File: config.mk
export PLATFORM = sky130hd
export DESIGN_NAME = adc_rx_top
export DESIGN_NICKNAME = d
export VERILOG_FILES = /design/src/common/adc_rx_pkg.sv /design/src/design/adc_rx_top.sv /design/src/design/sample_assembler.sv /design/src/frame_align/frame_align.sv /design/src/design/word_slip.sv
export VERILOG_INCLUDE_DIRS = /design/src /design/src/common
export SDC_FILE = /design/constraint.sdc
export NUM_CORES = 1
export LEC_CHECK = 0
export BUFFER_PORTS_ARGS = -buffer_cell sky130_fd_sc_hd__buf_2
export CORE_MARGIN = 3
export CORE_UTILIZATION = 56
export DETAILED_ROUTE_END_ITERATION = 10
export PLACE_DENSITY = 0.78
export SYNTH_ARGS = -nofsm -noshare
export SYNTH_HDL_FRONTEND = slang
export SYNTH_SLANG_ARGS = --single-unit
File: constraint.sdc
create_clock -name data_clk_div_internal -period 2.1 [get_ports data_clk_div_internal]
set_input_delay 0.105 -clock data_clk_div_internal [delete_from_list [all_inputs] [get_ports data_clk_div_internal]]
set_output_delay 0.105 -clock data_clk_div_internal [all_outputs]
set_load 0.02 [all_outputs]
File: src/common/adc_rx_defines.svh
`ifndef ADC_RX_DEFINES_SVH
`define ADC_RX_DEFINES_SVH

// Bits in one deserialized lane word
`define ADC_RX_WORD_W 8

// Number of data lanes joined into one sample
`define ADC_RX_LANES 2

// Aligned frame-lane word, four ones over four zeros
`define ADC_RX_FRAME_PATTERN 8'b1111_0000

// Idle cycles after a bitslip before another may be issued
`define ADC_RX_SLIP_WAIT 3

// Consecutive good frames before the link counts as locked
`define ADC_RX_LOCK_COUNT 4

`endif
File: src/common/adc_rx_pkg.sv
`include "adc_rx_defines.svh"

package adc_rx_pkg;

    // One parallel word from a single LVDS lane
    typedef logic [`ADC_RX_WORD_W-1:0] lane_word_t;

    typedef logic [2:0] slip_offset_t;  // Bit offset and slip count, both wrap modulo 8

    // Lane 1 forms the upper byte and lane 0 the lower byte
    typedef logic [`ADC_RX_LANES*`ADC_RX_WORD_W-1:0] sample_t;

    typedef enum logic {
        CHECK,
        SLIP_WAIT
    } align_state_e;

    typedef enum logic {
        UNLOCKED,
        LOCKED
    } lock_state_e;

endpackage

File: src/design/adc_rx_top.sv
`timescale 1ns/100ps

module adc_rx_top (
    input  logic                     data_clk_div_internal,
    input  logic                     sync_rst,
    input  adc_rx_pkg::lane_word_t   frame_raw,
    input  adc_rx_pkg::lane_word_t   lane0_raw,
    input  adc_rx_pkg::lane_word_t   lane1_raw,
    output logic                     bitslip,
    output adc_rx_pkg::slip_offset_t bitslip_count,
    output logic                     frame_valid,
    output logic                     locked,
    output logic                     sample_valid,
    output adc_rx_pkg::sample_t      sample
);

    import adc_rx_pkg::*;

    // Aligned words from the slip stage
    lane_word_t frame_word;
    lane_word_t lane0_word;
    lane_word_t lane1_word;

    word_slip u_word_slip (
        .data_clk_div_internal (data_clk_div_internal),
        .sync_rst              (sync_rst),
        .bitslip               (bitslip),   // Fed back from the frame checker
        .frame_raw             (frame_raw),
        .lane0_raw             (lane0_raw),
        .lane1_raw             (lane1_raw),
        .frame_word            (frame_word),
        .lane0_word            (lane0_word),
        .lane1_word            (lane1_word)
    );

    frame_align u_frame_align (
        .data_clk_div_internal (data_clk_div_internal),
        .sync_rst              (sync_rst),
        .frame_word            (frame_word),
        .bitslip               (bitslip),
        .bitslip_count         (bitslip_count),
        .frame_valid           (frame_valid)
    );

    sample_assembler u_sample_assembler (
        .data_clk_div_internal (data_clk_div_internal),
        .sync_rst              (sync_rst),
        .frame_valid           (frame_valid),
        .lane0_word            (lane0_word),
        .lane1_word            (lane1_word),
        .locked                (locked),
        .sample_valid          (sample_valid),
        .sample                (sample)
    );

endmodule

File: src/design/sample_assembler.sv
`timescale 1ns/100ps

`include "adc_rx_defines.svh"

module sample_assembler (
    input  logic                   data_clk_div_internal,
    input  logic                   sync_rst,
    input  logic                   frame_valid,
    input  adc_rx_pkg::lane_word_t lane0_word,
    input  adc_rx_pkg::lane_word_t lane1_word,
    output logic                   locked,
    output logic                   sample_valid,
    output adc_rx_pkg::sample_t    sample
);

    import adc_rx_pkg::*;

    localparam int RUN_W     = $clog2(`ADC_RX_LOCK_COUNT + 1);
    localparam int LOCK_LAST = `ADC_RX_LOCK_COUNT - 1;

    lock_state_e      state;
    logic [RUN_W-1:0] run_cnt;   // Good frames seen in a row while unlocked
    lane_word_t       lane0_d;
    lane_word_t       lane1_d;
    logic             take_sample;

    assign locked      = (state == LOCKED);
    assign take_sample = locked && frame_valid;

    // Lane words arrive one cycle ahead of the frame check, so hold them back
    always_ff @(posedge data_clk_div_internal) begin
        lane0_d <= lane0_word;
        lane1_d <= lane1_word;
        if (take_sample) begin
            sample <= {lane1_d, lane0_d};   // Lane 1 is the upper byte
        end
    end

    // ~~~~~~~~~~~~~~~~~~~~~~~~~~~~~~
    // Lock tracking
    // ~~~~~~~~~~~~~~~~~~~~~~~~~~~~~~

    always_ff @(posedge data_clk_div_internal or posedge sync_rst) begin
        if (sync_rst) begin
            state        <= UNLOCKED;
            run_cnt      <= '0;
            sample_valid <= 1'b0;
        end else begin
            sample_valid <= take_sample;
            if (!frame_valid) begin
                // A single bad frame drops the link and restarts the run
                state   <= UNLOCKED;
                run_cnt <= '0;
            end else if (state == UNLOCKED) begin
                if (run_cnt == RUN_W'(LOCK_LAST)) begin
                    state <= LOCKED;   // This is the last frame of the run
                end else begin
                    run_cnt <= run_cnt + 1'b1;
                end
            end
        end
    end

endmodule

File: src/frame_align/frame_align.sv
`timescale 1ns/100ps

`include "adc_rx_defines.svh"

module frame_align (
    input  logic                     data_clk_div_internal,
    input  logic                     sync_rst,
    input  adc_rx_pkg::lane_word_t   frame_word,
    output logic                     bitslip,
    output adc_rx_pkg::slip_offset_t bitslip_count,
    output logic                     frame_valid
);

    import adc_rx_pkg::*;

    // Wide enough to hold the wait length itself
    localparam int WAIT_W    = $clog2(`ADC_RX_SLIP_WAIT + 1);
    localparam int WAIT_LAST = `ADC_RX_SLIP_WAIT - 1;

    align_state_e      state;
    logic [WAIT_W-1:0] wait_cnt;   // Cycles left in SLIP_WAIT
    logic              frame_match;

    assign frame_match = (frame_word == `ADC_RX_FRAME_PATTERN);

    // ~~~~~~~~~~~~~~~~~~~~~~~~~~~~~~
    // Good-frame flag
    // ~~~~~~~~~~~~~~~~~~~~~~~~~~~~~~

    // Reported in every state, the slip machine does not mask it
    always_ff @(posedge data_clk_div_internal or posedge sync_rst) begin
        if (sync_rst) begin
            frame_valid <= 1'b0;
        end else begin
            frame_valid <= frame_match;
        end
    end

    // ~~~~~~~~~~~~~~~~~~~~~~~~~~~~~~
    // Bitslip controller
    // ~~~~~~~~~~~~~~~~~~~~~~~~~~~~~~

    // A slip only shows in frame_word two cycles later, so the wait keeps the
    // machine from reacting to words that were taken at the old offset
    always_ff @(posedge data_clk_div_internal or posedge sync_rst) begin
        if (sync_rst) begin
            state         <= CHECK;
            wait_cnt      <= '0;
            bitslip       <= 1'b0;
            bitslip_count <= '0;
        end else begin
            bitslip <= 1'b0;   // Pulse lasts a single cycle
            case (state)
                CHECK: begin
                    if (!frame_match) begin
                        bitslip       <= 1'b1;
                        bitslip_count <= bitslip_count + 3'd1;   // Wraps with the offset
                        wait_cnt      <= WAIT_W'(WAIT_LAST);
                        state         <= SLIP_WAIT;
                    end
                end
                SLIP_WAIT: begin
                    if (wait_cnt == '0) begin
                        state <= CHECK;
                    end else begin
                        wait_cnt <= wait_cnt - 1'b1;
                    end
                end
            endcase
        end
    end

endmodule

File: src/design/word_slip.sv
`timescale 1ns/100ps

`include "adc_rx_defines.svh"

module word_slip (
    input  logic                   data_clk_div_internal,
    input  logic                   sync_rst,
    input  logic                   bitslip,
    input  adc_rx_pkg::lane_word_t frame_raw,
    input  adc_rx_pkg::lane_word_t lane0_raw,
    input  adc_rx_pkg::lane_word_t lane1_raw,
    output adc_rx_pkg::lane_word_t frame_word,
    output adc_rx_pkg::lane_word_t lane0_word,
    output adc_rx_pkg::lane_word_t lane1_word
);

    import adc_rx_pkg::*;

    slip_offset_t offset;   // Shared by the frame lane and both data lanes
    lane_word_t   frame_prev;
    lane_word_t   lane0_prev;
    lane_word_t   lane1_prev;

    // Picks eight bits starting at bit ofs out of current word over previous word
    function automatic lane_word_t window(
        input lane_word_t   cur,
        input lane_word_t   prev,
        input slip_offset_t ofs
    );
        logic [2*`ADC_RX_WORD_W-1:0] pair;
        pair = {cur, prev} >> ofs;
        return pair[`ADC_RX_WORD_W-1:0];
    endfunction

    // ~~~~~~~~~~~~~~~~~~~~~~~~~~~~~~
    // Offset register
    // ~~~~~~~~~~~~~~~~~~~~~~~~~~~~~~

    // Each slip moves the window up by one bit, wrapping after eight
    always_ff @(posedge data_clk_div_internal or posedge sync_rst) begin
        if (sync_rst) begin
            offset <= '0;
        end else if (bitslip) begin
            offset <= offset + 3'd1;
        end
    end

    // ~~~~~~~~~~~~~~~~~~~~~~~~~~~~~~
    // Lane history and realignment
    // ~~~~~~~~~~~~~~~~~~~~~~~~~~~~~~

    always_ff @(posedge data_clk_div_internal) begin
        frame_prev <= frame_raw;
        lane0_prev <= lane0_raw;
        lane1_prev <= lane1_raw;

        frame_word <= window(frame_raw, frame_prev, offset);
        lane0_word <= window(lane0_raw, lane0_prev, offset);   // Same offset on every lane
        lane1_word <= window(lane1_raw, lane1_prev, offset);
    end

endmodule

==> results of run 1 <==
## routing by layer
metal | track usage, % | wire [microns] | vias to the layer above
met5 | 0 | 0 | -
met4 | 5.099 | 79 | 0
met3 | 5.038 | 259 | 8
met2 | 29.07 | 2852 | 46
met1 | 22.31 | 2647 | 975
li1 | - | - | 1033
## power breakdown
group          switching (mW)  internal (mW)
Combinational           0.935           1.15
Sequential              0.217           2.47
Clock                   0.584          0.556
## critical path, stage by stage (launching register included)
cell     delay (ns)
dfrtp_2        0.38
buf_12         0.25
mux2_2         0.39
mux4_2         0.47
## state kept, by name, indices dropped and copies added, names as in the netlist, 8 cells and up
signal	cells
u_sample_assembler.lane0_d	8
u_sample_assembler.lane1_d	8
u_sample_assembler.sample	16
u_word_slip.frame_prev	8
u_word_slip.frame_word	8
u_word_slip.lane0_prev	8
u_word_slip.lane0_word	8
u_word_slip.lane1_prev	8
u_word_slip.lane1_word	8
## layout make-up
cell class              count  area, sq um
flip-flops and latches     96         2165
fillers                   412         1720
multi-input cells         126         1345
repair buffers             79        560.5
clock buffers              12        135.1
well taps                  75        93.84
clock inverters             4        53.80
inverters                   6        22.52
## timing repair
action                     in CTS  in global routing
hold buffers                   25                  0
hold endpoints to repair       40                  0
setup endpoints to repair       0                  0
## cell families (layout without fill, tap and decap cells)
family / Yosys count / after routing / synth area share (%)
fa+ha+maj: 5 / 5 / 1.726
compound gates: 26 / 26 / 4.384
xor+xnor: 5 / 5 / 1.208
buf+inv: 20 / 101 / 3.245
simple gates: 31 / 31 / 3.797
mux: 59 / 59 / 25.99
flops: 96 / 96 / 59.65
## cell usage in the layout, fill, tap and decap left out, types with 6 or more instances in the layout
cell            n
a21oi_1         9
mux4_2         24
clkbuf_8        9
dlygate4sd3_1  25
mux2_2         19
dfxtp_1        64
nor2_1         11
o21ai_0        11
mux2i_1         9
inv_1           6
nand2_1        13
edfxtp_1       16
buf_2          48
dfrtp_1        14
## worst paths after layout
path | from | endpoint | slack [ns] | depth (start not counted)
setup reg to reg | u_word_slip.offset[1]$_DFFE_PP0P_ | u_word_slip.lane1_word[4]$_DFF_P_ | 0.47 | 3
max in group asynchronous | sync_rst | u_word_slip.offset[0]$_DFFE_PP0P_ | 1.31 | 3
min in group asynchronous | sync_rst | u_sample_assembler.run_cnt[1]$_DFFE_PP0P_ | 0.36 | 3
setup / recovery | u_word_slip.offset[1]$_DFFE_PP0P_ | u_word_slip.lane1_word[4]$_DFF_P_ | 0.47 | 3
hold reg to reg | u_word_slip.lane0_word[2]$_DFF_P_ | u_sample_assembler.lane0_d[2]$_DFF_P_ | 0.33 | 0
hold / removal | u_word_slip.lane0_word[2]$_DFF_P_ | u_sample_assembler.lane0_d[2]$_DFF_P_ | 0.33 | 0
==> results.yml, run 1 <==
logic_synthesis:
  synth_top_cell_by_area: "dfxtp_1"
  synthFlopType: "dfxtp_1"
  yosysSeqAreaShare_pct: 59.65
  synth_top_area_share_pct: 35.35
  synth_edf_count: 16
  synth_cell_types: 33
  post-synth-top-count-cell: "dfxtp_1"
  syn_area_per_cell_sq_um: 14.98
  ys_ff_latch: 96
  synth_nets: 273
  synth_cells: 242
  yosys_warnings: 0
  synth_common_cells: "64 x dfxtp_1, 24 x mux4_2, 19 x mux2_2, 16 x dfrtp_1, 16 x edfxtp_1"
  synthArstFlopShare_pct: 16.67
  netlist_area_sq_mm: 0.003625
  synth_area_leaders: "dfxtp_1 35%, mux4_2 15%, edfxtp_1 13%"
place:
  placed_area_sq_mm: 0.003936
  dp.cells: 357
  hpwl_mm: 3.932
  dp_slack_ns: 0.4806
  routabilityCongestion: 0.7822
  io_buffer_count: 48
clock_tree:
  path_clk_slew_ns: 0.08
  cts-root-buf: "clkbuf_8"
  cts_tree: "yes"
  cts_resized: 0
  cts_made_buffers: 9
  clock_path_buffers: 2
  post_cts_buffers: 0
  cts_htree_levels: 3
  clkLatencyLatePin_ns: 0.35
  cts.sinks: 96
layout:
  drive_gt1_share_pct: 37.15
  final_util_pct: 71.78
  layout-area-overhead-vs-synth_pct: 20.71
  fin_cells: 398
  stdcell_area_sq_mm: 0.004375
  antenna_cells: 0
  final_nets: 349
floorplanning:
  die_w_microns: 86.46
  dieArea_sq_mm: 0.007474
  die-height_microns: 86.46
  fp-row-count: 28
  initial_core_util_pct: 59.46
  core-area_sq_mm: 0.006096
  num_io_pins: 49
grt:
  gr-usage-all-layers_pct: 17.46
  grt_pass1_vias: 2105
  grt_max_degree: 45
  antenna_found_initial: 0
  globalRouteOverflowTotal: 0
  grt_pass1_wl_mm: 9.970
timing:
  whs_ns: 0.3284
  finalCritPeriodShare_pct: 77.52
  finClkSkew_ns: 0.009503
  slew_viol_final: 0
  setup_viol: 0
  worst_slew_pin_slew_ns: 0.6102
  fin_crit_ns: 1.628
  hold_violations: 0
  relSlewSlack_pct: 59.28
  fin_ws_ns: 0.4721
  fmaxAchievable_ghz: 0.6143
  finalSetupTns_ns: 0
  rsz0062_at_grt: "no"
detailed_routing:
  num_vias: 2062
  antenna_left: 0
  firstDrtPassIters: 4
  wirelength_mm: 5.839
  drt_iter0_drc: 120
  viasPerCell: 5.181
  wire_per_inst_microns: 14.67
  route.detailed.drc: 0
power_and_ir_drop:
  peakVddDrop_mv: 0.6832
  leakage_nw: 1.826
  total_power_mw: 5.919
  power.density_mw_per_mm2: 1353
critical_path:
  worstPathArrival_ns: 1.85
  crit_type: "flip-flop to flip-flop"
  required_ns: 2.32
  crit_fanout: 44
  endpoint_kind: "flip-flop"
  cp-start-kind: "flip-flop"
worst_hold_path:
  hp-class: "flip-flop to flip-flop"
status:
  status: "finished, final reports clean"
flow_run:
  cap_violations: 0
No activity file was read; power rests on OpenSTA's default activity.
==> run 2: changes to the inputs <==
==> constraint.sdc (replaced) <==
create_clock -name data_clk_div_internal -period 1.6 [get_ports data_clk_div_internal]
set_input_delay 0.08 -clock data_clk_div_internal [delete_from_list [all_inputs] [get_ports data_clk_div_internal]]
set_output_delay 0.08 -clock data_clk_div_internal [all_outputs]
set_load 0.02 [all_outputs]
==> run 2 against run 1 <==
  * Worst setup slack got worse by 0.43 ns
  * Via count increased by 4.5%
  * Cell area increased by 2.7%
  * Largest cell class unchanged
  * Final cell count increased by 1.5%
  * Clock skew decreased by 0.0033 ns
  * Routed wire length increased by 2.5%
  * Power increased by 39%
==> results.yml, run 2 (synthesis results as in run 1) <==
critical_path:
  timing.rr.start: "u_word_slip.offset[1]$_DFFE_PP0P_"
  critPathTopFamily: "multiplexers"
  critPathMaxStageDelay_ns: 0.47
  path_cells: "buf_12, mux2_2, mux4_2"
  cp-start-kind: "flip-flop"
  rr_endpoint: "u_word_slip.lane1_word[0]$_DFF_P_"
  critPathSlowestCell: "mux4_2"
  critPathBufInv: 1
  crit_fanout: 12
  worstPathArrival_ns: 1.78
  worstSetupStartpoint: "u_word_slip.offset[1]$_DFFE_PP0P_"
  endpoint_kind: "flip-flop"
  r2r_slack_ns: 0.04
  crit_type: "flip-flop to flip-flop"
  worstRegToRegCells: 3
  required_ns: 1.83
flow_run:
  cap_violations: 0
layout:
  largest_reg_flops: 16
  final_common_cell: "dfxtp_1"
  largest_register: "u_sample_assembler.sample"
  fill_cells: 397
  final_nets: 355
  layout-area-overhead-vs-synth_pct: 23.96
  antenna_cells: 0
  drive_gt1_share_pct: 38.91
  mostFrequentLayoutCells: "64 x dfxtp_1, 48 x buf_2, 25 x dlygate4sd3_1"
place:
  hpwl_mm: 4.238
  routabilityCongestion: 0.8245
  dp_slack_ns: 0.04005
  io_buffer_count: 48
floorplanning:
  dieArea_sq_mm: 0.007474
  initial_core_util_pct: 59.46
  die_w_microns: 86.46
  die-height_microns: 86.46
  fp-row-count: 28
  num_io_pins: 49
  core-area_sq_mm: 0.006096
timing:
  worst_slew_pin_slew_ns: 0.6214
  setup_viol: 0
  fin_ws_ns: 0.04366
  hold_violations: 0
  fin_crit_ns: 1.556
  finalSetupTns_ns: 0
  fmaxAchievable_ghz: 0.6425
  finalCritPeriodShare_pct: 97.27
  relSlewSlack_pct: 58.53
  slew_viol_final: 0
  finClkSkew_ns: 0.006156
  rsz0062_at_grt: "no"
detailed_routing:
  drt_iter0_drc: 82
  wirelength_mm: 5.983
  wire_per_inst_microns: 14.81
  route.detailed.drc: 0
  viasPerCell: 5.334
  firstDrtPassIters: 4
  antenna_left: 0
  num_vias: 2155
power_and_ir_drop:
  p_comb_share_pct: 35.3
  peakVddDrop_mv: 0.9897
  power.density_mw_per_mm2: 1830
  leakage_nw: 1.893
  internal-power_mw: 5.893
  switching_share_pct: 28.35
  p_switching_mw: 2.332
  clockPowerShare_pct: 21.2
  pwr-share-seq_pct: 43.5
worst_hold_path:
  min_path_cells: 0
  min_to: "u_sample_assembler.lane1_d[1]$_DFF_P_"
  min_from: "u_word_slip.lane1_word[1]$_DFF_P_"
  hp-class: "flip-flop to flip-flop"
grt:
  globalRouteOverflowTotal: 0
  antenna_found_initial: 0
  grt_pass1_wl_mm: 10.05
  gr-usage-all-layers_pct: 17.63
  grt_max_degree: 25
  grt_pass1_vias: 2178
clock_tree:
  cts.sinks: 96
  cts-root-buf: "clkbuf_8"
  cts_tree: "yes"
  clock_path_buffers: 2
  cts_made_buffers: 9
  post_cts_buffers: 0
  clkLatencyLatePin_ns: 0.35
  path_clk_slew_ns: 0.09
  cts_htree_levels: 3
status:
  status: "finished, final reports clean"
-- run 2: changes by cell type in the layout (fill, tap and decap cells not counted), sizes merged --
cell and delta:
buf +5, bufinv +1, clkbuf +1, clkinvlp -1
-- run 2: area by class of cell --
class                      instances  area [sq um]  share of cell area [%]
timing repair buffer              85         635.6                   14.15
multi-input combinational        126          1345                   29.94
clock inverter                     4         76.32                   1.699
sequential                        96          2165                   48.18
tap                               75         93.84                   2.089
clock buffer                      12         155.1                   3.453
inverter                           6         22.52                  0.5013
-- run 2: power by group through the flow --
stage	Combinational [mW]	Clock (mW)	Sequential [mW]
finish	2.90	1.75	3.58
global route	3.19	1.88	3.64
CTS	2.87	1.77	3.58
detailed placement	2.82	0	3.63
global placement	2.77	0	3.58
floorplan	2.29	0	3.52
-- run 2: routing by layer --
layer | vias up | share of wire, % | routed length (microns) | global-route usage [%]
met2 | 52 | 52 | 3086 | 29.62
li1 | 1049 | - | - | -
met3 | 10 | 4.3 | 258 | 4.183
met1 | 1044 | 42 | 2542 | 21.84
met4 | 0 | 1.6 | 96 | 7.507
met5 | - | 0 | 0 | 0
-- run 2: worst max path at each step --
| stage | slack, ns | end | depth (start not counted) |
|---|---|---|---|
| 6_report | 0.04 | u_word_slip.lane1_word[0]$_DFF_P_ | 3 |
| 5_1_grt | 0.02 | u_word_slip.frame_word[0]$_DFF_P_ | 3 |
| 4_1_cts | 0.03 | u_word_slip.lane1_word[0]$_DFF_P_ | 3 |
| 3_5_place_dp | 0.04 | u_word_slip.lane1_word[0]$_DFF_P_ | 3 |
| 3_3_place_gp | 0.06 | u_word_slip.lane1_word[0]$_DFF_P_ | 3 |
| 2_1_floorplan | 0.08 | u_word_slip.frame_word[4]$_DFF_P_ | 4 |
-- run 2: metrics by stage --
step                      utilization (%)  area (sq um)  hold WS (ns)  cells  power (mW)
after global routing                73.71          4493        0.3396    404       8.721
after detailed placement            65.39          3986        0.1845    362       6.449
after global placement              65.39          3986        0.1819    362       6.352
after floorplan                         -          3625     -0.006261    242       5.815
final                               73.71          4493        0.3324    404       8.225
after CTS                           73.30          4468        0.3317    403       8.213
-- run 2: timing repair --
item                                    CTS  global route
gates resized for setup                   0             0
hold endpoints to repair                 40             0
endpoints found under the setup margin    0             1
hold buffers                             25             0
==> run 3: changes to the inputs <==
--- a/config.mk
+++ b/config.mk
@@ -6,11 +6,13 @@
 export SDC_FILE = /design/constraint.sdc
 export NUM_CORES = 1
 export LEC_CHECK = 0
-export BUFFER_PORTS_ARGS = -buffer_cell sky130_fd_sc_hd__buf_2
+export ABC_AREA = 1
+export BUFFER_PORTS_ARGS = -buffer_cell sky130_fd_sc_hd__buf_4
 export CORE_MARGIN = 3
-export CORE_UTILIZATION = 56
+export CORE_UTILIZATION = 57
 export DETAILED_ROUTE_END_ITERATION = 10
-export PLACE_DENSITY = 0.78
+export PLACE_DENSITY = 0.79
+export SLEW_MARGIN = 20
 export SYNTH_ARGS = -nofsm -noshare
 export SYNTH_HDL_FRONTEND = slang
 export SYNTH_SLANG_ARGS = --single-unit
==> run 3 against run 2 <==
  * Final cell count rose by 41%
  * Worst hold slack got worse by 0.0010 ns
  * Worst setup slack improved by 0.10 ns
  * Critical endpoint unchanged
  * Largest cell class unchanged
==> results.yml, run 3 <==
status:
  status: "finished, final reports clean"
detailed_routing:
  num_vias: 2898
  firstDrtPassIters: 5
  wire_per_inst_microns: 12.73
  antenna_left: 0
  viasPerCell: 5.075
  wirelength_mm: 7.270
  route.detailed.drc: 0
  drt_iter0_drc: 304
logic_synthesis:
  netlist_area_sq_mm: 0.003734
  yosysSeqAreaShare_pct: 57.91
  synth_cells: 421
  synth_top_area_share_pct: 34.32
  synth_area_leaders: "dfxtp_1 34%, nand2_1 13%, edfxtp_1 13%"
  yosys_warnings: 0
  synth_common_cells: "134 x nand2_1, 64 x dfxtp_1, 53 x nand3_1, 27 x inv_1, 23 x o21ai_0"
  synth_edf_count: 16
  synth_top_cell_by_area: "dfxtp_1"
  syn_area_per_cell_sq_um: 8.868
  synthFlopType: "dfxtp_1"
  post-synth-top-count-cell: "nand2_1"
  synth_nets: 452
  ys_ff_latch: 96
  synthArstFlopShare_pct: 16.67
  synth_cell_types: 27
layout:
  antenna_cells: 0
  drive_gt1_share_pct: 18.15
  layout-area-overhead-vs-synth_pct: 23.36
  stdcell_area_sq_mm: 0.004606
  largest_reg_flops: 16
  final_nets: 522
  mostFrequentLayoutCells: "134 x nand2_1, 64 x dfxtp_1, 53 x nand3_1, 53 x buf_4, 27 x inv_1"
  largest_register: "u_sample_assembler.sample"
  final_common_cell: "nand2_1"
floorplanning:
  die_w_microns: 86.93
  dieArea_sq_mm: 0.007557
  die-height_microns: 86.93
  num_io_pins: 49
  fp-row-count: 28
  initial_core_util_pct: 60.90
  core-area_sq_mm: 0.006131
clock_tree:
  clock_path_buffers: 2
  clkLatencyLatePin_ns: 0.35
  cts_tree: "yes"
  cts_made_buffers: 9
  cts_htree_levels: 3
  cts-root-buf: "clkbuf_8"
  path_clk_slew_ns: 0.09
  cts.sinks: 96
  post_cts_buffers: 0
critical_path:
  crit_type: "flip-flop to flip-flop"
  cp-start-kind: "flip-flop"
  timing.rr.start: "u_word_slip.offset[0]$_DFFE_PP0P_"
  endpoint_kind: "flip-flop"
  worstPathArrival_ns: 1.71
  required_ns: 1.85
  worstSetupStartpoint: "u_word_slip.offset[0]$_DFFE_PP0P_"
  worstRegToRegCells: 6
  crit_end: "u_word_slip.lane1_word[0]$_DFF_P_"
  rr_endpoint: "u_word_slip.lane1_word[0]$_DFF_P_"
  crit_fanout: 57
  r2r_slack_ns: 0.14
timing:
  setup_viol: 0
  relSlewSlack_pct: 56.18
  worst_slew_pin_slew_ns: 0.6566
  rsz0062_at_grt: "no"
  finalCritPeriodShare_pct: 90.96
  finClkSkew_ns: 0.009161
  fin_crit_ns: 1.455
  hold_violations: 0
  fin_ws_ns: 0.1447
  finalSetupTns_ns: 0
  fmaxAchievable_ghz: 0.6871
  slew_viol_final: 0
place:
  io_buffer_count: 48
  placed_area_sq_mm: 0.004133
  routabilityCongestion: 0.9133
  dp_slack_ns: 0.1385
  hpwl_mm: 4.696
grt:
  grt_pass1_wl_mm: 11.83
  grt_pass1_vias: 2645
  gr-usage-all-layers_pct: 20.32
  globalRouteOverflowTotal: 0
  grt_max_degree: 58
  antenna_found_initial: 0
power_and_ir_drop:
  leakage_nw: 2.167
  peakVddDrop_mv: 1.044
  power.density_mw_per_mm2: 1847
flow_run:
  cap_violations: 0
worst_hold_path:
  hp-class: "flip-flop to flip-flop"
-- run 3: power by group --
group          total (mW)  internal (mW)  leakage [nW]  switching (mW)
clock network        1.73          0.894         0.111           0.836
registers            3.49           3.25         0.887           0.240
logic                3.29           1.24          1.17            2.05
total                8.50           5.38          2.17            3.12
-- run 3: logic make-up (layout without fill, tap and decap cells) --
kind of cell | count (synthesis) | after routing | synth area share [%]
flops | 96 | 96 | 57.91
compound gates | 52 | 52 | 8.076
buf+inv | 50 | 125 | 6.535
fa+ha+maj | 5 | 5 | 1.676
xor+xnor | 3 | 3 | 0.7039
simple gates | 215 | 215 | 25.10
-- run 3: worst max-delay path: stages, from the launching register on --
cell	delay, ns
dfrtp_1	0.39
buf_12	0.23
inv_4	0.19
o21ai_1	0.28
nand2_1	0.11
nand3_1	0.09
nand2_1	0.05
-- run 3: area by class of cell --
type / count / area (sq um)
clock buffer: 9 / 123.9
clock inverter: 7 / 98.84
fill: 434 / 1525
inverter: 29 / 111.4
multi-input combinational: 275 / 1328
sequential: 96 / 2162
tap: 75 / 93.84
timing repair buffer: 80 / 688.2
-- run 3: worst min-delay path by stage --
stage | start | endpoint | slack (ns) | depth (start not counted)
floorplan | sync_rst | u_frame_align.bitslip$_DFF_PP0_ | -0.006 | 1
global placement | lane1_raw[7] | u_word_slip.lane1_prev[7]$_DFF_P_ | 0.19 | 1
detailed placement | frame_raw[7] | u_word_slip.frame_prev[7]$_DFF_P_ | 0.19 | 1
CTS | u_word_slip.lane0_word[1]$_DFF_P_ | u_sample_assembler.lane0_d[1]$_DFF_P_ | 0.33 | 0
global route | u_word_slip.lane1_word[4]$_DFF_P_ | u_sample_assembler.lane1_d[4]$_DFF_P_ | 0.34 | 0
finish | u_word_slip.lane0_word[1]$_DFF_P_ | u_sample_assembler.lane0_d[1]$_DFF_P_ | 0.33 | 0
-- run 3: per-layer routing --
layer	global-route usage, %	vias up	part of all wire (%)	wire length (microns)
li1	-	1501	-	-
met1	24.89	1281	42	3030
met2	35.06	106	50	3663
met3	2.744	10	6.6	477
met4	9.915	0	1.3	98
met5	0	-	0	0
-- run 3: repair_timing --
action	4_1_cts	5_1_grt
resized for setup	0	4
endpoints found under the setup margin	0	8
hold endpoints to repair	40	0
hold buffers	25	0
-- run 3: through the flow --
stage               hold WS [ns]  util, %  power, mW  instances
floorplan              -0.006261        -      6.071        421
global placement          0.1852    67.41      6.609        530
detailed placement        0.1868    67.41      6.725        530
CTS                       0.3318    75.12      8.503        571
global route              0.3363    75.12      9.198        571
finish                    0.3314    75.12      8.505        571
